**config.mk**
```make
export PLATFORM = sky130hd
export DESIGN_NAME = stackCalc
export DESIGN_NICKNAME = d
export VERILOG_FILES = /design/src/logic/stack_pkg.sv /design/src/logic/stackControl.sv /design/src/logic/pointerUnit.sv /design/src/logic/valueUnit.sv /design/src/logic/stackRam.sv /design/src/logic/stackCalc.sv
export VERILOG_INCLUDE_DIRS = /design/src /design/src/logic
export SDC_FILE = /design/constraint.sdc
export NUM_CORES = 1
export LEC_CHECK = 0
export ABC_CLOCK_PERIOD_IN_PS = 11130
export BUFFER_PORTS_ARGS = -buffer_cell sky130_fd_sc_hd__buf_2
export CAP_MARGIN = 20
export CORE_MARGIN = 2
export CORE_UTILIZATION = 45
export CTS_CLUSTER_DIAMETER = 100
export DETAILED_ROUTE_END_ITERATION = 12
export MAX_ROUTING_LAYER = met4
export PLACE_DENSITY = 0.68
export RECOVER_POWER = 100
export SYNTH_ARGS = -nofsm -noshare
export SYNTH_HDL_FRONTEND = slang
export SYNTH_SLANG_ARGS = --single-unit
```
**constraint.sdc**
```tcl
create_clock -name clk -period 11.13 [get_ports clk]
set_input_delay 2.226 -clock clk [delete_from_list [all_inputs] [get_ports clk]]
set_output_delay 2.226 -clock clk [all_outputs]
set_load 0.005 [all_outputs]
```
**src/logic/stack_defs.svh**
```systemverilog
`ifndef STACK_DEFS_SVH
`define STACK_DEFS_SVH

// data path and memory sizes
`define WORD_W 8
`define ADDR_W 7

// pointer value of an empty stack, the stack grows toward address 0
`define STACK_BASE 7'd127

`define CMD_W 4

// command codes as they arrive on cmd
`define CMD_POP       4'b0010
`define CMD_SUB       4'b0110
`define CMD_CLEAR     4'b1010
`define CMD_ADDR_UP   4'b1110
`define CMD_PUSH      4'b0001
`define CMD_ADD       4'b0101
`define CMD_TOP       4'b1001
`define CMD_ADDR_DOWN 4'b1101

`endif

```
**src/logic/stack_pkg.sv**
```systemverilog
`include "stack_defs.svh"

package stack_pkg;

  typedef logic [`WORD_W-1:0] wordT;
  typedef logic [`ADDR_W-1:0] addrT;

  typedef enum logic [`CMD_W-1:0] {
    cmdPop      = `CMD_POP,
    cmdSub      = `CMD_SUB,
    cmdClear    = `CMD_CLEAR,
    cmdAddrUp   = `CMD_ADDR_UP,
    cmdPush     = `CMD_PUSH,
    cmdAdd      = `CMD_ADD,
    cmdTop      = `CMD_TOP,
    cmdAddrDown = `CMD_ADDR_DOWN
  } stackCmdT;

  // controller sequence states
  typedef enum logic [3:0] {
    stIdle,
    stClear,
    stPush,
    stPop,
    stTop,
    stAddrUp,
    stAddrDown,
    stRead,     // present display address to the ram
    stLoad,     // read word into display value
    stArith1,
    stArith2,
    stArith3,
    stArith4,
    stArith5,
    stArith6
  } ctrlStateT;

  typedef enum logic [1:0] {sprHold, sprBase, sprInc, sprDec} sprSelT;

  typedef enum logic [2:0] {
    darHold, darClear, darUp, darDown, darPtr, darPtrPlus1
  } darSelT;

  typedef enum logic [1:0] {addrDisp, addrPtr, addrPtrPlus1} addrSelT;

  typedef enum logic [1:0] {dvrHold, dvrMem, dvrArith, dvrClear} dvrSelT;

endpackage

```
**src/logic/stackControl.sv**
```systemverilog
`timescale 1ns/100ps

module stackControl import stack_pkg::*; (
  input  logic      clk,
  input  logic      reset,
  input  stackCmdT  cmd,
  output logic      busy,
  output sprSelT    sprSel,
  output darSelT    darSel,
  output addrSelT   addrSel,
  output dvrSelT    dvrSel,
  output logic      memWe,
  output logic      opSub,
  output logic      op1En,
  output logic      op2En
);

  ctrlStateT state;
  ctrlStateT nextState;
  logic      subOp; // add and subtract share one sequence

  always_ff @(posedge clk) begin
    if (reset) begin
      state <= stIdle;
      subOp <= 1'b0;
    end else begin
      state <= nextState;
      if (state == stIdle) begin
        subOp <= (cmd == cmdSub); // last idle cycle decides
      end
    end
  end

  // sequencing, cmd only looked at while idle
  always_comb begin
    nextState = state;
    case (state)
      stIdle: begin
        case (cmd)
          cmdPush:        nextState = stPush;
          cmdPop:         nextState = stPop;
          cmdAdd, cmdSub: nextState = stArith1;
          cmdTop:         nextState = stTop;
          cmdClear:       nextState = stClear;
          cmdAddrUp:      nextState = stAddrUp;
          cmdAddrDown:    nextState = stAddrDown;
          default:        nextState = stIdle; // unknown codes dropped
        endcase
      end
      stClear:    nextState = stIdle;
      stPush:     nextState = stRead; // read back what was written
      stPop:      nextState = stTop;  // pop then show the new top
      stTop:      nextState = stRead;
      stAddrUp:   nextState = stRead;
      stAddrDown: nextState = stRead;
      stRead:     nextState = stLoad;
      stLoad:     nextState = stIdle;
      stArith1:   nextState = stArith2;
      stArith2:   nextState = stArith3;
      stArith3:   nextState = stArith4;
      stArith4:   nextState = stArith5;
      stArith5:   nextState = stArith6;
      stArith6:   nextState = stIdle;
      default:    nextState = stIdle;
    endcase
  end

  // Moore outputs, everything idles unless a state asks for it
  always_comb begin
    sprSel  = sprHold;
    darSel  = darHold;
    addrSel = addrDisp;
    dvrSel  = dvrHold;
    memWe   = 1'b0;
    op1En   = 1'b0;
    op2En   = 1'b0;
    case (state)
      stClear: begin
        sprSel = sprBase;
        darSel = darClear;
        dvrSel = dvrClear;
      end
      stPush: begin
        // switches go to the free slot, pointer moves below it
        memWe   = 1'b1;
        addrSel = addrPtr;
        darSel  = darPtr;
        sprSel  = sprDec;
      end
      stPop: begin
        sprSel = sprInc;
      end
      stTop: begin
        darSel = darPtrPlus1; // top entry sits just above the pointer
      end
      stAddrUp: begin
        darSel = darUp;
      end
      stAddrDown: begin
        darSel = darDown;
      end
      stRead: begin
        addrSel = addrDisp;
      end
      stLoad: begin
        dvrSel = dvrMem;
      end
      stArith1: begin
        sprSel = sprInc; // pointer onto the top entry
      end
      stArith2: begin
        addrSel = addrPtr; // fetch top
      end
      stArith3: begin
        op1En   = 1'b1;
        addrSel = addrPtrPlus1; // fetch next
      end
      stArith4: begin
        op2En  = 1'b1;
        sprSel = sprInc; // pointer onto the next entry
      end
      stArith5: begin
        // result overwrites the next entry and is shown at once
        memWe   = 1'b1;
        addrSel = addrPtr;
        darSel  = darPtr;
        dvrSel  = dvrArith;
      end
      stArith6: begin
        sprSel = sprDec; // back to the free slot above... below the result
      end
      default: begin
      end
    endcase
  end

  assign busy  = (state != stIdle);
  assign opSub = subOp;

endmodule

```
**src/logic/pointerUnit.sv**
```systemverilog
`timescale 1ns/100ps

`include "stack_defs.svh"

module pointerUnit import stack_pkg::*; (
  input  logic    clk,
  input  logic    reset,
  input  sprSelT  sprSel,
  input  darSelT  darSel,
  input  addrSelT addrSel,
  output addrT    memAddr,
  output addrT    dispAddr,
  output logic    empty
);

  addrT spr;      // next free slot
  addrT sprPlus1; // current top entry
  addrT sprNext;
  addrT darNext;

  assign sprPlus1 = spr + addrT'(1);

  always_comb begin
    case (sprSel)
      sprBase: sprNext = `STACK_BASE;
      sprInc:  sprNext = sprPlus1;
      sprDec:  sprNext = spr - addrT'(1); // wraps below 0, no guard
      default: sprNext = spr;
    endcase
  end

  always_comb begin
    case (darSel)
      darClear:    darNext = '0;
      darUp:       darNext = dispAddr + addrT'(1);
      darDown:     darNext = dispAddr - addrT'(1);
      darPtr:      darNext = spr;
      darPtrPlus1: darNext = sprPlus1;
      default:     darNext = dispAddr;
    endcase
  end

  always_ff @(posedge clk) begin
    if (reset) begin
      spr      <= `STACK_BASE;
      dispAddr <= '0;
    end else begin
      spr      <= sprNext;
      dispAddr <= darNext;
    end
  end

  always_comb begin
    case (addrSel)
      addrPtr:      memAddr = spr;
      addrPtrPlus1: memAddr = sprPlus1;
      default:      memAddr = dispAddr;
    endcase
  end

  assign empty = &spr; // pointer back at the base

endmodule

```
**src/logic/valueUnit.sv**
```systemverilog
`timescale 1ns/100ps

module valueUnit import stack_pkg::*; (
  input  logic   clk,
  input  logic   reset,
  input  wordT   rdData,
  input  wordT   swtchs,
  input  dvrSelT dvrSel,
  input  logic   op1En,
  input  logic   op2En,
  input  logic   opSub,
  output wordT   wrData,
  output wordT   dispValue
);

  wordT op1;    // top entry
  wordT op2;    // entry below the top
  wordT result;
  wordT dvrNext;

  always_ff @(posedge clk) begin
    if (op1En) begin
      op1 <= rdData;
    end
    if (op2En) begin
      op2 <= rdData;
    end
  end

  // modulo 256, top entry always on the left
  assign result = opSub ? (op1 - op2) : (op1 + op2);

  always_comb begin
    case (dvrSel)
      dvrMem:   dvrNext = rdData;
      dvrArith: dvrNext = result;
      dvrClear: dvrNext = '0;
      default:  dvrNext = dispValue;
    endcase
  end

  always_ff @(posedge clk) begin
    if (reset) begin
      dispValue <= '0;
    end else begin
      dispValue <= dvrNext;
    end
  end

  // arithmetic writes are the ones that also show the result,
  // every other write is a push of the switches
  assign wrData = (dvrSel == dvrArith) ? result : swtchs;

endmodule

```
**src/logic/stackRam.sv**
```systemverilog
`timescale 1ns/100ps

`include "stack_defs.svh"

module stackRam import stack_pkg::*; (
  input  logic clk,
  input  logic we,
  input  addrT addr,
  input  wordT wrData,
  output wordT rdData
);

  localparam int Depth = 1 << `ADDR_W;

  wordT mem [0:Depth-1];

  // registered read, old word comes out when reading a location being written
  always_ff @(posedge clk) begin
    if (we) begin
      mem[addr] <= wrData;
    end
    rdData <= mem[addr];
  end

endmodule

```
**src/logic/stackCalc.sv**
```systemverilog
`timescale 1ns/100ps

module stackCalc import stack_pkg::*; (
  input  logic     clk,
  input  logic     reset,
  input  stackCmdT cmd,
  input  wordT     swtchs,
  output wordT     leds,
  output wordT     dispValue,
  output logic     busy
);

  sprSelT  sprSel;
  darSelT  darSel;
  addrSelT addrSel;
  dvrSelT  dvrSel;
  logic    memWe;
  logic    opSub;
  logic    op1En;
  logic    op2En;
  addrT    memAddr;
  addrT    dispAddr;
  logic    empty;
  wordT    rdData;
  wordT    wrData;

  stackControl stackControl_i (
    .clk     (clk),
    .reset   (reset),
    .cmd     (cmd),
    .busy    (busy),
    .sprSel  (sprSel),
    .darSel  (darSel),
    .addrSel (addrSel),
    .dvrSel  (dvrSel),
    .memWe   (memWe),
    .opSub   (opSub),
    .op1En   (op1En),
    .op2En   (op2En)
  );

  pointerUnit pointerUnit_i (
    .clk      (clk),
    .reset    (reset),
    .sprSel   (sprSel),
    .darSel   (darSel),
    .addrSel  (addrSel),
    .memAddr  (memAddr),
    .dispAddr (dispAddr),
    .empty    (empty)
  );

  valueUnit valueUnit_i (
    .clk       (clk),
    .reset     (reset),
    .rdData    (rdData),
    .swtchs    (swtchs),
    .dvrSel    (dvrSel),
    .op1En     (op1En),
    .op2En     (op2En),
    .opSub     (opSub),
    .wrData    (wrData),
    .dispValue (dispValue)
  );

  stackRam stackRam_i (
    .clk    (clk),
    .we     (memWe),
    .addr   (memAddr),
    .wrData (wrData),
    .rdData (rdData)
  );

  assign leds = {empty, dispAddr}; // empty flag on the top led

endmodule

```
# Word-level counts from Yosys, hierarchy flattened
# Memories as Yosys holds them, arrays and structs flattened. A register that Yosys moved wholly into a read port is not among the register bits.
# Cells that the tools add are included.
[totals] register_bits=43 mem_bits_rw=1024 rom_bits=64 inputBits=14 elab_cells=70 mem_count=2
[classes] n_addsub=6 n_eq_ne=28 n_mux=16 n_reduce_logical=11
[memory_table] name="stackRam_i.mem" depth=128 word_bits=8 rd=1 rd_clocked_by_memory_dff=1 wr=1 line_no="stackRam.sv:15" text="wordT mem [0:Depth-1];"
[memory_table] name="(no name shown)" depth=16 word_bits=4 rd=1 rd_clocked_by_memory_dff=0 wr=0 line_no="stackControl.sv:39" text="case (cmd)"
[op_table] operator="case mux 4 bit (9 select lines)" n=1
[op_table] operator="case mux 7 bit (5 select lines)" n=1
[op_table] operator="== test 4 bit (second input constant)" n=7
[op_table] operator="case mux 8 bit (3 select lines)" n=1
[op_table] operator="case mux 7 bit (3 select lines)" n=1
[op_table] operator="== test 4 x 3 -> 1 bit (second input constant)" n=5
[op_table] operator="two-way mux 8 bit" n=2
[op_table] operator="case mux 3 bit (5 select lines)" n=1
[op_table] operator="adder 7 x 1 -> 7 bit (second input constant)" n=2
[op_table] operator="case mux 7 bit (2 select lines)" n=1
[op_table] operator="subtractor 7 x 1 -> 7 bit (second input constant)" n=2
[op_table] operator="case mux 2 bit (3 select lines)" n=2
[op_table] operator="== test 2 bit (second input constant)" n=5
[op_table] operator="adder 8 bit" n=1
[op_table] operator="== test 4 x 2 -> 1 bit (second input constant)" n=2
[op_table] operator="subtractor 8 bit" n=1
[op_table] operator="AND reduction 7 bit" n=1
[op_table] operator="== test 2 x 1 -> 1 bit (second input constant)" n=3
[op_table] operator="== test 3 x 2 -> 1 bit (second input constant)" n=2
[op_table] operator="== test 3 bit (second input constant)" n=2
[op_table] operator="nonzero test 3 bit" n=2
[op_table] operator="OR reduction 3 bit" n=2
[op_table] operator="two-way mux 1 bit" n=5
[op_table] operator="nonzero test 5 bit" n=1
[op_table] operator="7 further kinds" n=8

# Logic depth before layout (Yosys ltp)
# Gate-level depths: netlist of run 1.
[logic_depth] ltp_word=5 ltp_mapped=20

# By module
# A second synthesis of run 1 with hierarchy kept.
[hier_totals] cells_unflattened=2897 hier_area_um2=43879.6
[modules_own_cells] module="stackRam" instances=1 cells_per_inst=2475 area_per_inst_um2=40433.8 seq_area_each_um2=30909.6
[modules_own_cells] module="pointerUnit" instances=1 cells_per_inst=211 area_per_inst_um2=1485.2 seq_area_each_um2=280.3
[modules_own_cells] module="valueUnit" instances=1 cells_per_inst=139 area_per_inst_um2=1411.4 seq_area_each_um2=640.6
[modules_own_cells] module="stackControl" instances=1 cells_per_inst=71 area_per_inst_um2=541.8 seq_area_each_um2=100.1
[modules_own_cells] module="stackCalc" instances=1 cells_per_inst=1 area_per_inst_um2=7.5 seq_area_each_um2=0.0

# Worst setup path after synthesis of run 1
# Ideal clock, no wire load.
[synth_path] path_kind="register to register" from="reg valueUnit_i.op2[0]" to="mem stackRam_i.mem[0][6] in the netlist's numbering, data pin" setup_ns=1.196 arrival_time_ns=6.963 required_time_ns=9.934 path_slack_ns=2.971 path_stages_with_launch=12 period_less_slack_ns=8.159 path_cell_list="edfxtp_1 inv_1 ha_1 mux2_2 fa_1 nor2b_1 o21ai_0 a21boi_0 o21ai_0 nand2b_1 xnor2_1 o21ai_0"
[synth_between] elab_chain_cells=3 elab_cells_between_ends=4 cone_classes="add/sub (2); mux (2)"
[synth_lines] item="start, declared" line_no="valueUnit.sv:17" text="wordT op2;"
[synth_lines] item="start signal, assigned" line_no="valueUnit.sv:26" text="op2 <= rdData;"
[synth_lines] item="adder 8 bit or subtractor 8 bit (tied branches)" line_no="valueUnit.sv:31" text="assign result = opSub ? (op1 - op2) : (op1 + op2);"
[synth_lines] item="two-way mux 8 bit (*)" line_no="valueUnit.sv:31"
[synth_lines] item="two-way mux 8 bit (*)" line_no="valueUnit.sv:52" text="assign wrData = (dvrSel == dvrArith) ? result : swtchs;"
[synth_lines] item="named net stackRam_i.wrData[6]" line_no="stackRam.sv:9" text="input wordT wrData,"
[synth_lines] item="end, declared" line_no="stackRam.sv:15"
# Mark *: on every way through the listed nets, which the timed path passes. The rest lies on a longest branch.

# Final worst setup path of run 1
[layout_path] from="reg stackControl_i.state[3]" to="mem stackRam_i.mem[113][2] in the netlist's numbering (enable)"
[layout_between] elab_chain_cells=5 elab_cells_between_ends=13 cone_classes="eq/ne (6); mux (5); reduce/logical (2)"
[layout_lines] item="start, declared" line_no="stackControl.sv:18" text="ctrlStateT state;"
[layout_lines] item="start signal, assigned" line_no="stackControl.sv:24" text="state <= stIdle;"
[layout_lines] item="start signal, assigned" line_no="stackControl.sv:27" text="state <= nextState;"
[layout_lines] item="== test 4 bit or == test 4 x 2 -> 1 bit (tied branches)" line_no="stackControl.sv:77" text="case (state)"
[layout_lines] item="OR reduction 3 bit (no line) or OR reduction 2 bit (tied branches)"
[layout_lines] item="case mux 2 bit (2 select lines) or two-way mux 1 bit (tied branches)" line_no="stackControl.sv:77"
[layout_lines] item="== test 2 bit (tied with other cells)" line_no="pointerUnit.sv:54" text="case (addrSel)"
[layout_lines] item="case mux 7 bit (2 select lines) or two-way mux 1 bit (tied branches)" line_no="pointerUnit.sv:54, stackRam.sv:20"
# Parallel ways exist; a longest one is shown, timed or not.

==> flow_results.org, run 1 <==
** Routing
- Avg WL per Cell :: around 26 um
- Final Routed Wirelength :: about 120000 um
- The first routing iteration left about 3700 violations.
- Antenna-violating nets left :: 0
- After detailed routing, the number of remaining DRC violations is 0.
- Using the TritonRoute via totals, the vias-per-cell ratio works out to 6.09.
- Number of detailed-routing iterations run before antenna repair :: 8
- Detailed routing inserted a total of ~28000 vias.

** Pwr
- Static Leakage :: between 0.015 and 0.02 uW
- Maximum vdd drop :: 0.000226 V
- Power per Cell Area :: 259 nW/um2

** Global routing
- Tot GR Track Use :: 24.0%
- GR met1 Demand/Resource :: between 30% and 40%
- The number of antenna violations at the first check in global routing came to 3.
- Met2 track utilization from global routing :: between 30% and 40%
- Entering global routing, the biggest net connects 118 pins.
- The global routing stage identified its most utilized layer as met2.
- Number of global-route vias before repair :: 26171
- The first global-routing pass estimated roughly 180000 um of wire.
- Met3 usage :: 4.46%
- Global route total overflow :: 0

** STA
- Derived from the worst setup path, the maximum achievable clock frequency is around 110 MHz.
- Final-layout setup total negative slack :: 0 ns
- Post-route clock period utilization :: between 80% and 90%
- At the pin with the least slew margin, the transition time is roughly 4.4 ns.
- The number of max-slew violations in the final report was about 1300.
- The worst path needs 8.98 ns of the cycle, external delays included.
- Final setup slack of the worst path :: between 2 and 2.5 ns
- The worst pin sits at a relative slew slack of -193%.
- Setup repair after global routing left no endpoint under its margin.
- Final hold viol count :: 0
- Final Skew :: between 0.03 and 0.04 ns
- Setup violations remaining at the end of the flow were counted as 0.

** Clock tree
- Cell chosen for the clock root :: sky130_fd_sc_hd__clkbuf_16
- The number of clock buffers added by TritonCTS is around 110.
- Clock latency on the worst-skew pair, taken at its later pin, is 0.68 ns.
- After clock tree synthesis, the setup repair step added 0 buffers.
- After clock tree synthesis, the clock-pin slew on the worst setup and hold paths is 0.06 ns.
- TritonCTS built the clock tree.
- CTS saw around 1100 sinks.
- The longest clock path from root to sink contains 3 buffers.
- Hold bufs inserted after CTS :: 0
- Number of gates given a new drive strength after cts :: 0
- CTS built an H-tree with a depth of 3.

** Synth
- The share of the Yosys chip area taken by registers is about 72%.
- The synthesized design contains around 1000 enable-type register cells.
- Share of async-settable or async-resettable flops after synthesis :: 0%
- For this run, the leading register cell type out of synthesis is sky130_fd_sc_hd__edfxtp_1.
- The synthesized design contains 1075 register bits.
- The mapped netlist covers ~44000 um2.
- Count of warnings emitted by yosys :: 0
- Cell count after synthesis :: roughly 3200
- Distinct cell type count after synthesis :: 79
- Synthesized netlist net count :: around 3200
- In this run the mean area of a mapped cell was 13.9 um2.

** Critical path
- Critical Path Source Type :: flip-flop
- Type of destination of the critical path :: flip-flop
- Walking the worst path, the cells encountered are and2_0 > nand2_1 > o21ai_0 > ha_1 > and2b_1 > nor2_4 > buf_4 > nor3_4 > clkbuf_1 > nand3_2 > nor2_1.
- Along the worst path, the maximum fanout reaches 56.
- Data arrives at the worst endpoint at 9.28 ns.
- CP Class :: flip-flop to flip-flop
- The critical path contains buffers and inverters numbering 2 combined.
- Top delay family on crit path :: simple AND/OR/NAND/NOR gates
- Data required time at the worst endpoint :: between 10 and 15 ns
- The largest individual stage delay along the critical path comes from the cell sky130_fd_sc_hd__clkbuf_1.
- In this design, the stage delay of the slowest critical-path cell is ~2.2 ns.

** Floorplan
- The die covers ~100000 um2.
- Row generation in the floorplan step produced around 120 rows.
- Die Span X :: roughly 320 um
- 31 I/O pins were placed.
- Height of the die :: 318 um
- Placeable core region :: 98000 um2
- Once the floorplan was initialized, standard cells occupied 45.2% of the core.

** Min path
- The tightest min-delay check is of the flip-flop to flip-flop type.

** Layout
- Of the cells placed in the final design, the portion with a size suffix greater than 1 is ~10%.
- Most common cell after layout, fill and taps aside :: sky130_fd_sc_hd__edfxtp_1
- In the layout the commonest cells are sky130_fd_sc_hd__edfxtp_1, sky130_fd_sc_hd__nand2_1, sky130_fd_sc_hd__nand3_1.
- The area growth from synthesis to layout is 10.1%.
- After the last flow step, the layout net total stands at 3200.

** Placement
- Detailed placement finished with a half-perimeter wire length of slightly below 70000 um.
- IO buf count :: 30
- Prior to clock tree synthesis, the placed netlist has a worst setup slack of roughly 4.4 ns.
- Final GP Congestion :: roughly 0.9

** Run
- Max-cap violations in this run came to 28.

** Run status
- The run finished, with violations left.
- The final reports fail on capacitance limit, slew limit.
## worst register-to-register path, cell delays in order (launching register included)
cell and delay (ns):
sky130_fd_sc_hd__dfxtp_1 0.48, sky130_fd_sc_hd__and2_0 0.29, sky130_fd_sc_hd__nand2_1 0.46, sky130_fd_sc_hd__o21ai_0 0.31, sky130_fd_sc_hd__ha_1 0.94, sky130_fd_sc_hd__and2b_1 0.35
sky130_fd_sc_hd__nor2_4 0.12, sky130_fd_sc_hd__buf_4 0.40, sky130_fd_sc_hd__nor3_4 0.27, sky130_fd_sc_hd__clkbuf_1 2.16, sky130_fd_sc_hd__nand3_2 1.78, sky130_fd_sc_hd__nor2_1 1.06
## synthesized netlist by cell type, types with 10 or more instances
cell type / count / share of area [%]
sky130_fd_sc_hd__a31oi_1: 12 / 0.17
sky130_fd_sc_hd__nor4_1: 11 / 0.16
sky130_fd_sc_hd__a21oi_1: 101 / 1.1
sky130_fd_sc_hd__nor3_1: 30 / 0.34
sky130_fd_sc_hd__buf_6: 17 / 0.43
sky130_fd_sc_hd__buf_4: 23 / 0.39
sky130_fd_sc_hd__nor2b_1: 10 / 0.14
sky130_fd_sc_hd__nand2_1: 680 / 5.8
sky130_fd_sc_hd__clkbuf_1: 55 / 0.47
sky130_fd_sc_hd__edfxtp_1: 1040 / 71
sky130_fd_sc_hd__mux2_2: 12 / 0.31
sky130_fd_sc_hd__dfxtp_1: 35 / 1.6
sky130_fd_sc_hd__mux4_2: 72 / 3.7
sky130_fd_sc_hd__o21ai_0: 39 / 0.44
sky130_fd_sc_hd__a32oi_1: 22 / 0.44
sky130_fd_sc_hd__xnor2_1: 14 / 0.28
sky130_fd_sc_hd__nand2b_1: 13 / 0.18
sky130_fd_sc_hd__buf_1: 11 / 0.093
sky130_fd_sc_hd__nand3_1: 392 / 4.4
sky130_fd_sc_hd__buf_2: 90 / 1.0
sky130_fd_sc_hd__a22oi_1: 17 / 0.29
sky130_fd_sc_hd__ha_1: 19 / 0.54
sky130_fd_sc_hd__o22ai_1: 18 / 0.25
sky130_fd_sc_hd__nor2_1: 185 / 1.6
sky130_fd_sc_hd__a21o_1: 10 / 0.17
sky130_fd_sc_hd__mux2i_1: 73 / 1.6
sky130_fd_sc_hd__inv_1: 19 / 0.16
sky130_fd_sc_hd__nand4_1: 37 / 0.52
## cell families (layout without fill, tap and decap cells)
group,count (synthesis),in the layout,share of synthesized area [%]
AOI/OAI and AO/OA,292,292,4.41
xor gates and xnor gates,21,21,0.415
adders and majority gates,21,21,0.627
buffers and inverters,218,291,2.68
DFF,1075,1075,72.1
muxes,164,164,6.03
other,0,1,0
and+or+nand+nor,1391,1391,13.7
## report_power, final
group	internal (uW)	switching, uW	total (uW)
sequential	4590	131	4720
combinational	1280	3060	4340
clock	2040	1540	3580
## sequential cells by signal (all words and copies together) (netlist names)
| signal | flops |
|---|---|
| valueUnit_i.op1 | 8 |
| valueUnit_i.op2 | 8 |
| pointerUnit_i.dispAddr | 7 |
| valueUnit_i.dispValue | 8 |
| stackControl_i.state | 4 |
| stackControl_i.opSub | 1 |
| stackRam_i.rdData | 8 |
| stackRam_i.mem | 1024 |
| pointerUnit_i.spr | 7 |
## cell type report
class | count | area [um2]
fillers | 8109 | 49200
flip-flops and latches | 1075 | 31900
multi-input cells | 1889 | 11200
clock buffers | 124 | 2760
well taps | 1287 | 1610
clock inverters | 74 | 709
repair buffers | 74 | 477
inverters | 19 | 71.3
diodes | 1 | 2.50
## metal layers
metal / up-vias / part of all wire, % / wire (um)
met4: 0 / 3.8 / 4600
met3: 254 / 11 / 13600
li1: 11886 / - / -
met1: 13714 / 39 / 46900
met5: - / 0 / 0
met2: 1817 / 46 / 54900
## worst paths after layout
path	endpoint	depth (start not counted)	from	slack, ns
worst max-delay path	stackRam_i.mem[113][2]	11	stackControl_i.state[3]	2.15
worst min-delay path	valueUnit_i.dispValue[2]	2	valueUnit_i.dispValue[2]	0.49
worst min register to register	valueUnit_i.dispValue[2]	2	valueUnit_i.dispValue[2]	0.49
worst max register to register	stackRam_i.mem[113][2]	11	stackControl_i.state[3]	2.15
## per-stage QoR
step                cell area [um2]  utilization, %  total power [uW]  hold WS (ns)  std cells
finish                        48800            49.8             12600         0.489       4543
global route                  48800            49.8             13100         0.517       4543
CTS                           48900            49.9             12600         0.495       4540
detailed placement            45400            46.4              9030         0.482       4342
global placement              45400            46.4              8990         0.481       4342
floorplan                     44300               -              7590         0.417       3182
(Power assumes the default switching activity.)
==> run 2: changes to the inputs <==
- ABC_AREA: unset -> 1
- ABC_CLOCK_PERIOD_IN_PS: 11130 -> 7300
- PLACE_DENSITY: 0.68 -> 0.7
- clock period: 11.13 -> 7.3 ns (I/O delays scaled with it)
==> run 2 against run 1 <==
The flow still finishes with violations (capacitance limit, slew limit). Fmax grew 48%. Final cell count grew 26%. Clock power grew 46%. Critical endpoint is now stackRam_i.mem[50][0]. Largest cell class unchanged. Total power grew 61%. Via count grew 11%. Worst setup slack lost 0.91 ns. Sequential power grew 50%. Die area grew 2.9%. Critical path depth is the same.
==> flow_results.org, run 2 <==
** Floorplan
- The number of placed I/O pins was 31 (unchanged).
- Die Span X :: 322 um (+1.4%)
- The row count was 116 (+0.87%).
- The initial core utilization was 45.4% (+0.24 points).
- The height of the die came to 322 um (+1.4%).
- Placeable core region :: 100000 um2 (+2.4%)
- The die outline area came to 104000 um2 (+2.9%).

** Critical path
- The required time of the critical path came to 7.61 ns (-3.82 ns).
- Startpoint of the worst-slack reg-to-reg timing path :: stackControl_i.state[3]
- Critical Path Start :: stackControl_i.state[3]
- STA classifies the critical path startpoint as a flip-flop.
- Critical path destination :: stackRam_i.mem[50][0]
- Reg-to-Reg End :: stackRam_i.mem[50][0]
- The worst-path maximum fanout is 26 (-54%).
- The worst setup path is of the flip-flop to flip-flop kind.
- The worst reg2reg path depth came to 11 (unchanged).
- R2r setup slk :: 1.24 ns (-0.91 ns)
- Arr. time, crit path :: 6.37 ns (-2.91 ns)
- The worst setup path is captured at a flip-flop.

** Run
- Number of max-cap violations :: 15 (-46%)

** Run status
- Failing checks :: capacitance limit, slew limit
- The flow ran to the end, but the final reports show violations.

** Synth
- The share of flip-flops with an asynchronous set or reset was 0% (unchanged).
- Leading post-synthesis cells by cell area :: sky130_fd_sc_hd__edfxtp_1, sky130_fd_sc_hd__nand2_1, sky130_fd_sc_hd__nor2_1
- Area share of the largest cell type after synthesis :: 68.5% (-2.0 points)
- Cell accounting for the most synthesized area :: sky130_fd_sc_hd__edfxtp_1
- Post-synthesis cell area :: 45600 um2 (+2.9%)
- The most common cell in the synthesized netlist is sky130_fd_sc_hd__nand2_1.
- The flop and latch count out of synthesis was 1075 (unchanged).
- The number of nets produced by synthesis was 4330 (+35%).
- Cell count after synthesis :: 4295 (+35%)
- The number of distinct library cells after synthesis is 52 (-34%).
- The sequential share of the synthesized area came to 70.1% (-2.0 points).
- In the synthesized netlist the dominant register cell turns out to be sky130_fd_sc_hd__edfxtp_1.
- Count of warnings emitted by yosys :: 0 (unchanged)
- By count the netlist is led by sky130_fd_sc_hd__nand2_1, sky130_fd_sc_hd__edfxtp_1, sky130_fd_sc_hd__nor2_1, sky130_fd_sc_hd__a21oi_1, sky130_fd_sc_hd__buf_2.
- The mean post-synth cell area is 10.6 um2 (-24%).
- The count of flip-flops with a built-in enable after synthesis was 1040 (unchanged).

** Global routing
- The wire length of the first global-routing pass came to 180000 um (+2.3%).
- Initial antenna violation count :: 3 (unchanged)
- The number of global-route vias before repair is 29369 (+12%).
- Maximum number of pins on one net before global-route repair :: 133 (+13%)
- The total routing usage reported by global routing was 23.6% (-0.43 points).
- The leftover overflow at the end of global routing was 0 (unchanged).

** Routing
- Antenna-violating nets left :: 0 (unchanged)
- Met1 wire length :: 47100 um (+0.49%)
- Avg WL per Cell :: 20.9 um (-21%)
- The total met3 wirelength after detailed routing came to 11600 um (-15%).
- The number of DRC markers after the initial detailed-route iteration is 3926 (+5.2%).
- Via total after detailed routing :: 30815 (+11%)
- DRC :: 0 (unchanged)
- The total wirelength of the detailed-routed design was 120000 um (-0.20%).
- Signal routing reaches up to met4.
- The average via count per standard cell came to 5.38 (-12%).
- Met2 Wirelength :: 56200 um (+2.4%)
- The iteration count of the initial detailed-routing pass is 6 (-2).

** Layout
- From synthesis to final layout, the design area changed by 9.57%.
- Number of nets in the layout :: 4310 (+35%)
- The library cell used most frequently in the layout, excluding fill and tap cells, is sky130_fd_sc_hd__nand2_1.
- Leading cell types in the layout, fill and taps excluded :: sky130_fd_sc_hd__nand2_1, sky130_fd_sc_hd__edfxtp_1, sky130_fd_sc_hd__nor2_1
- The number of flip-flops under the largest register name came to 1024 (unchanged).
- The share of cells above drive strength 1 was 5.45% (-4.5 points).
- Filler instances :: 8816 (+8.7%)
- stackRam_i.mem holds more flip-flops than any other register.

** Clock tree
- CTS H-Tree Depth :: 3 (unchanged)
- The clock insertion delay at the later pin of the skew report is 0.70 ns (+0.02 ns).
- The clock buffer count from CTS was 105 (-0.94%).
- TritonCTS built the clock tree.
- Largest buffer count on any clock path :: 3 (unchanged)
- Hold bufs inserted after CTS :: 0 (unchanged)
- The number of gates given a new drive strength after cts is 0 (unchanged).
- The clock edge transition at the registers on the reported setup and hold paths came to 0.06 ns (about the same).
- The total setup buffers inserted after CTS is 0 (unchanged).
- The tree is rooted in a sky130_fd_sc_hd__clkbuf_16.
- The TritonCTS sink count is 1075 (unchanged).

** STA
- The post-route worst setup slack was 1.24 ns (-0.910 ns).
- Post-route clock period utilization :: 83.1% (+2.3 points)
- Maximum clock frequency :: 165 MHz (+48%)
- The minimum period implied by the final worst setup slack was 6.06 ns (-2.92 ns).
- The number of hold violations in the final report is 0 (unchanged).
- Final-layout setup total negative slack :: 0 ns (unchanged)
- Worst-case headroom to the max-slew limit :: -180% (+13 points)
- The number of max-slew violations in the final report was 680 (-49%).
- Worst hold margin :: 0.543 ns (+0.0538 ns)
- Final Skew :: 0.0233 ns (-0.0117 ns)
- Unrepaired setup endpoints after global routing :: false
- Slew at the pin closest to its max-slew limit :: 4.15 ns (-0.242 ns)
- The number of setup violations in the final report is 0 (unchanged).

** Pwr
- Net switching power of the design :: 8550 uW (+81%)
- The combinational share of power is 39.6% (+5.3 points).
- The peak supply drop was 0.000463 V (+110%).
- The share of total power in the clock network is 25.6% (-2.7 points).
- The cell area power density is 408 nW/um2 (+57%).
- Static Leakage :: 0.0191 uW (+18%)
- The internal power of the cells was 11800 uW (+49%).
- Switching portion of total power :: 42.0% (+4.6 points)
- The power share of the sequential group is 34.8% (-2.5 points).

** Placement
- The total of buffers placed on input and output ports was 30 (unchanged).
- The placement-stage worst setup slack was 1.96 ns (-2.43 ns).
- Final HPWL DP :: 70400 um (+1.7%)
- Final GP Congestion :: 0.951 (+5.9%)

** Min path
- Hold crit path type :: flip-flop to flip-flop
[run 2: changes by cell type in the layout (fill, tap and decap cells not counted), sizes merged, moves of 13 or more]
cell    change
o22ai      -15
nand2    +1537
mux2i      -73
nand3     -316
nand2b     -13
nor2      +100
nand4      +29
inv        +74
a32oi      -23
nor3       -25
a21oi      +34
mux4       -79
o31ai      +13
a22oi      -15
[run 2: through the flow]
step | util [%] | std cells | area, um2 | power [uW]
after global routing | 49.8 | 5723 | 49900 | 21300
after detailed placement | 46.6 | 5523 | 46700 | 15100
after CTS | 49.9 | 5719 | 50000 | 20300
after global placement | 46.6 | 5522 | 46700 | 15000
final | 49.8 | 5723 | 49900 | 20300
after floorplan | - | 4295 | 45600 | 12500
[run 2: logic make-up (layout without fill, tap and decap cells)]
group / count (synthesis) / count (layout) / synth area share (%)
xor gates and xnor gates: 8 / 8 / 0.154
other: 0 / 2 / 0
adders and majority gates: 21 / 21 / 0.610
AOI/OAI and AO/OA: 229 / 229 / 2.84
DFF: 1075 / 1075 / 70.1
buffers and inverters: 293 / 362 / 3.34
and+or+nand+nor: 2669 / 2669 / 23.0
[run 2: layer usage]
| layer | track usage, % | vias up |
|---|---|---|
| li1 | - | 14287 |
| met1 | 30.9 | 14631 |
| met2 | 37.1 | 1659 |
| met3 | 3.52 | 238 |
| met4 | 9.80 | 0 |
| met5 | - | - |
[run 2: layout make-up]
cell class / count / area (um2) / area share, %
tap: 1357 / 1700 / 3.40
inverter: 95 / 359 / 0.719
clock inverter: 67 / 537 / 1.08
antenna: 2 / 5.00 / 0.0100
timing repair buffer: 71 / 557 / 1.12
sequential: 1075 / 31900 / 63.9
clock buffer: 129 / 2740 / 5.49
multi-input combinational: 2927 / 12100 / 24.2
[run 2: worst min path at each step]
stage | cells after the start | endpoint | slack (ns) | from
3_3_place_gp | 2 | valueUnit_i.dispValue[2] | 0.51 | valueUnit_i.dispValue[2]
4_1_cts | 2 | valueUnit_i.dispValue[2] | 0.54 | valueUnit_i.dispValue[2]
6_report | 2 | valueUnit_i.dispValue[6] | 0.54 | valueUnit_i.dispValue[6]
5_1_grt | 0 | valueUnit_i.op2[3] | 0.55 | stackRam_i.rdData[3]
2_1_floorplan | 0 | valueUnit_i.op1[0] | 0.43 | stackRam_i.rdData[0]
3_5_place_dp | 2 | valueUnit_i.dispValue[2] | 0.52 | valueUnit_i.dispValue[2]
[run 2: worst max-delay path, stage by stage (launching register included)]
cell                      delay [ns]
sky130_fd_sc_hd__dfxtp_1        0.40
sky130_fd_sc_hd__inv_1          0.07
sky130_fd_sc_hd__nor2_1         0.10
sky130_fd_sc_hd__inv_1          0.09
sky130_fd_sc_hd__nor2_1         0.64
sky130_fd_sc_hd__inv_1          0.14
sky130_fd_sc_hd__ha_1           0.45
sky130_fd_sc_hd__inv_1          0.24
sky130_fd_sc_hd__or2_0          0.42
sky130_fd_sc_hd__a21oi_4        0.83
sky130_fd_sc_hd__nand2_1        1.26
sky130_fd_sc_hd__nor2_1         1.04
[run 2: power groups by stage]
stage / Combinational, uW / Sequential, uW / Clock (uW)
2_1_floorplan: 5380 / 7160 / 0
3_3_place_gp: 7850 / 7190 / 0
3_5_place_dp: 7910 / 7190 / 0
4_1_cts: 7950 / 7060 / 5250
5_1_grt: 8730 / 7080 / 5490
6_report: 8060 / 7070 / 5210
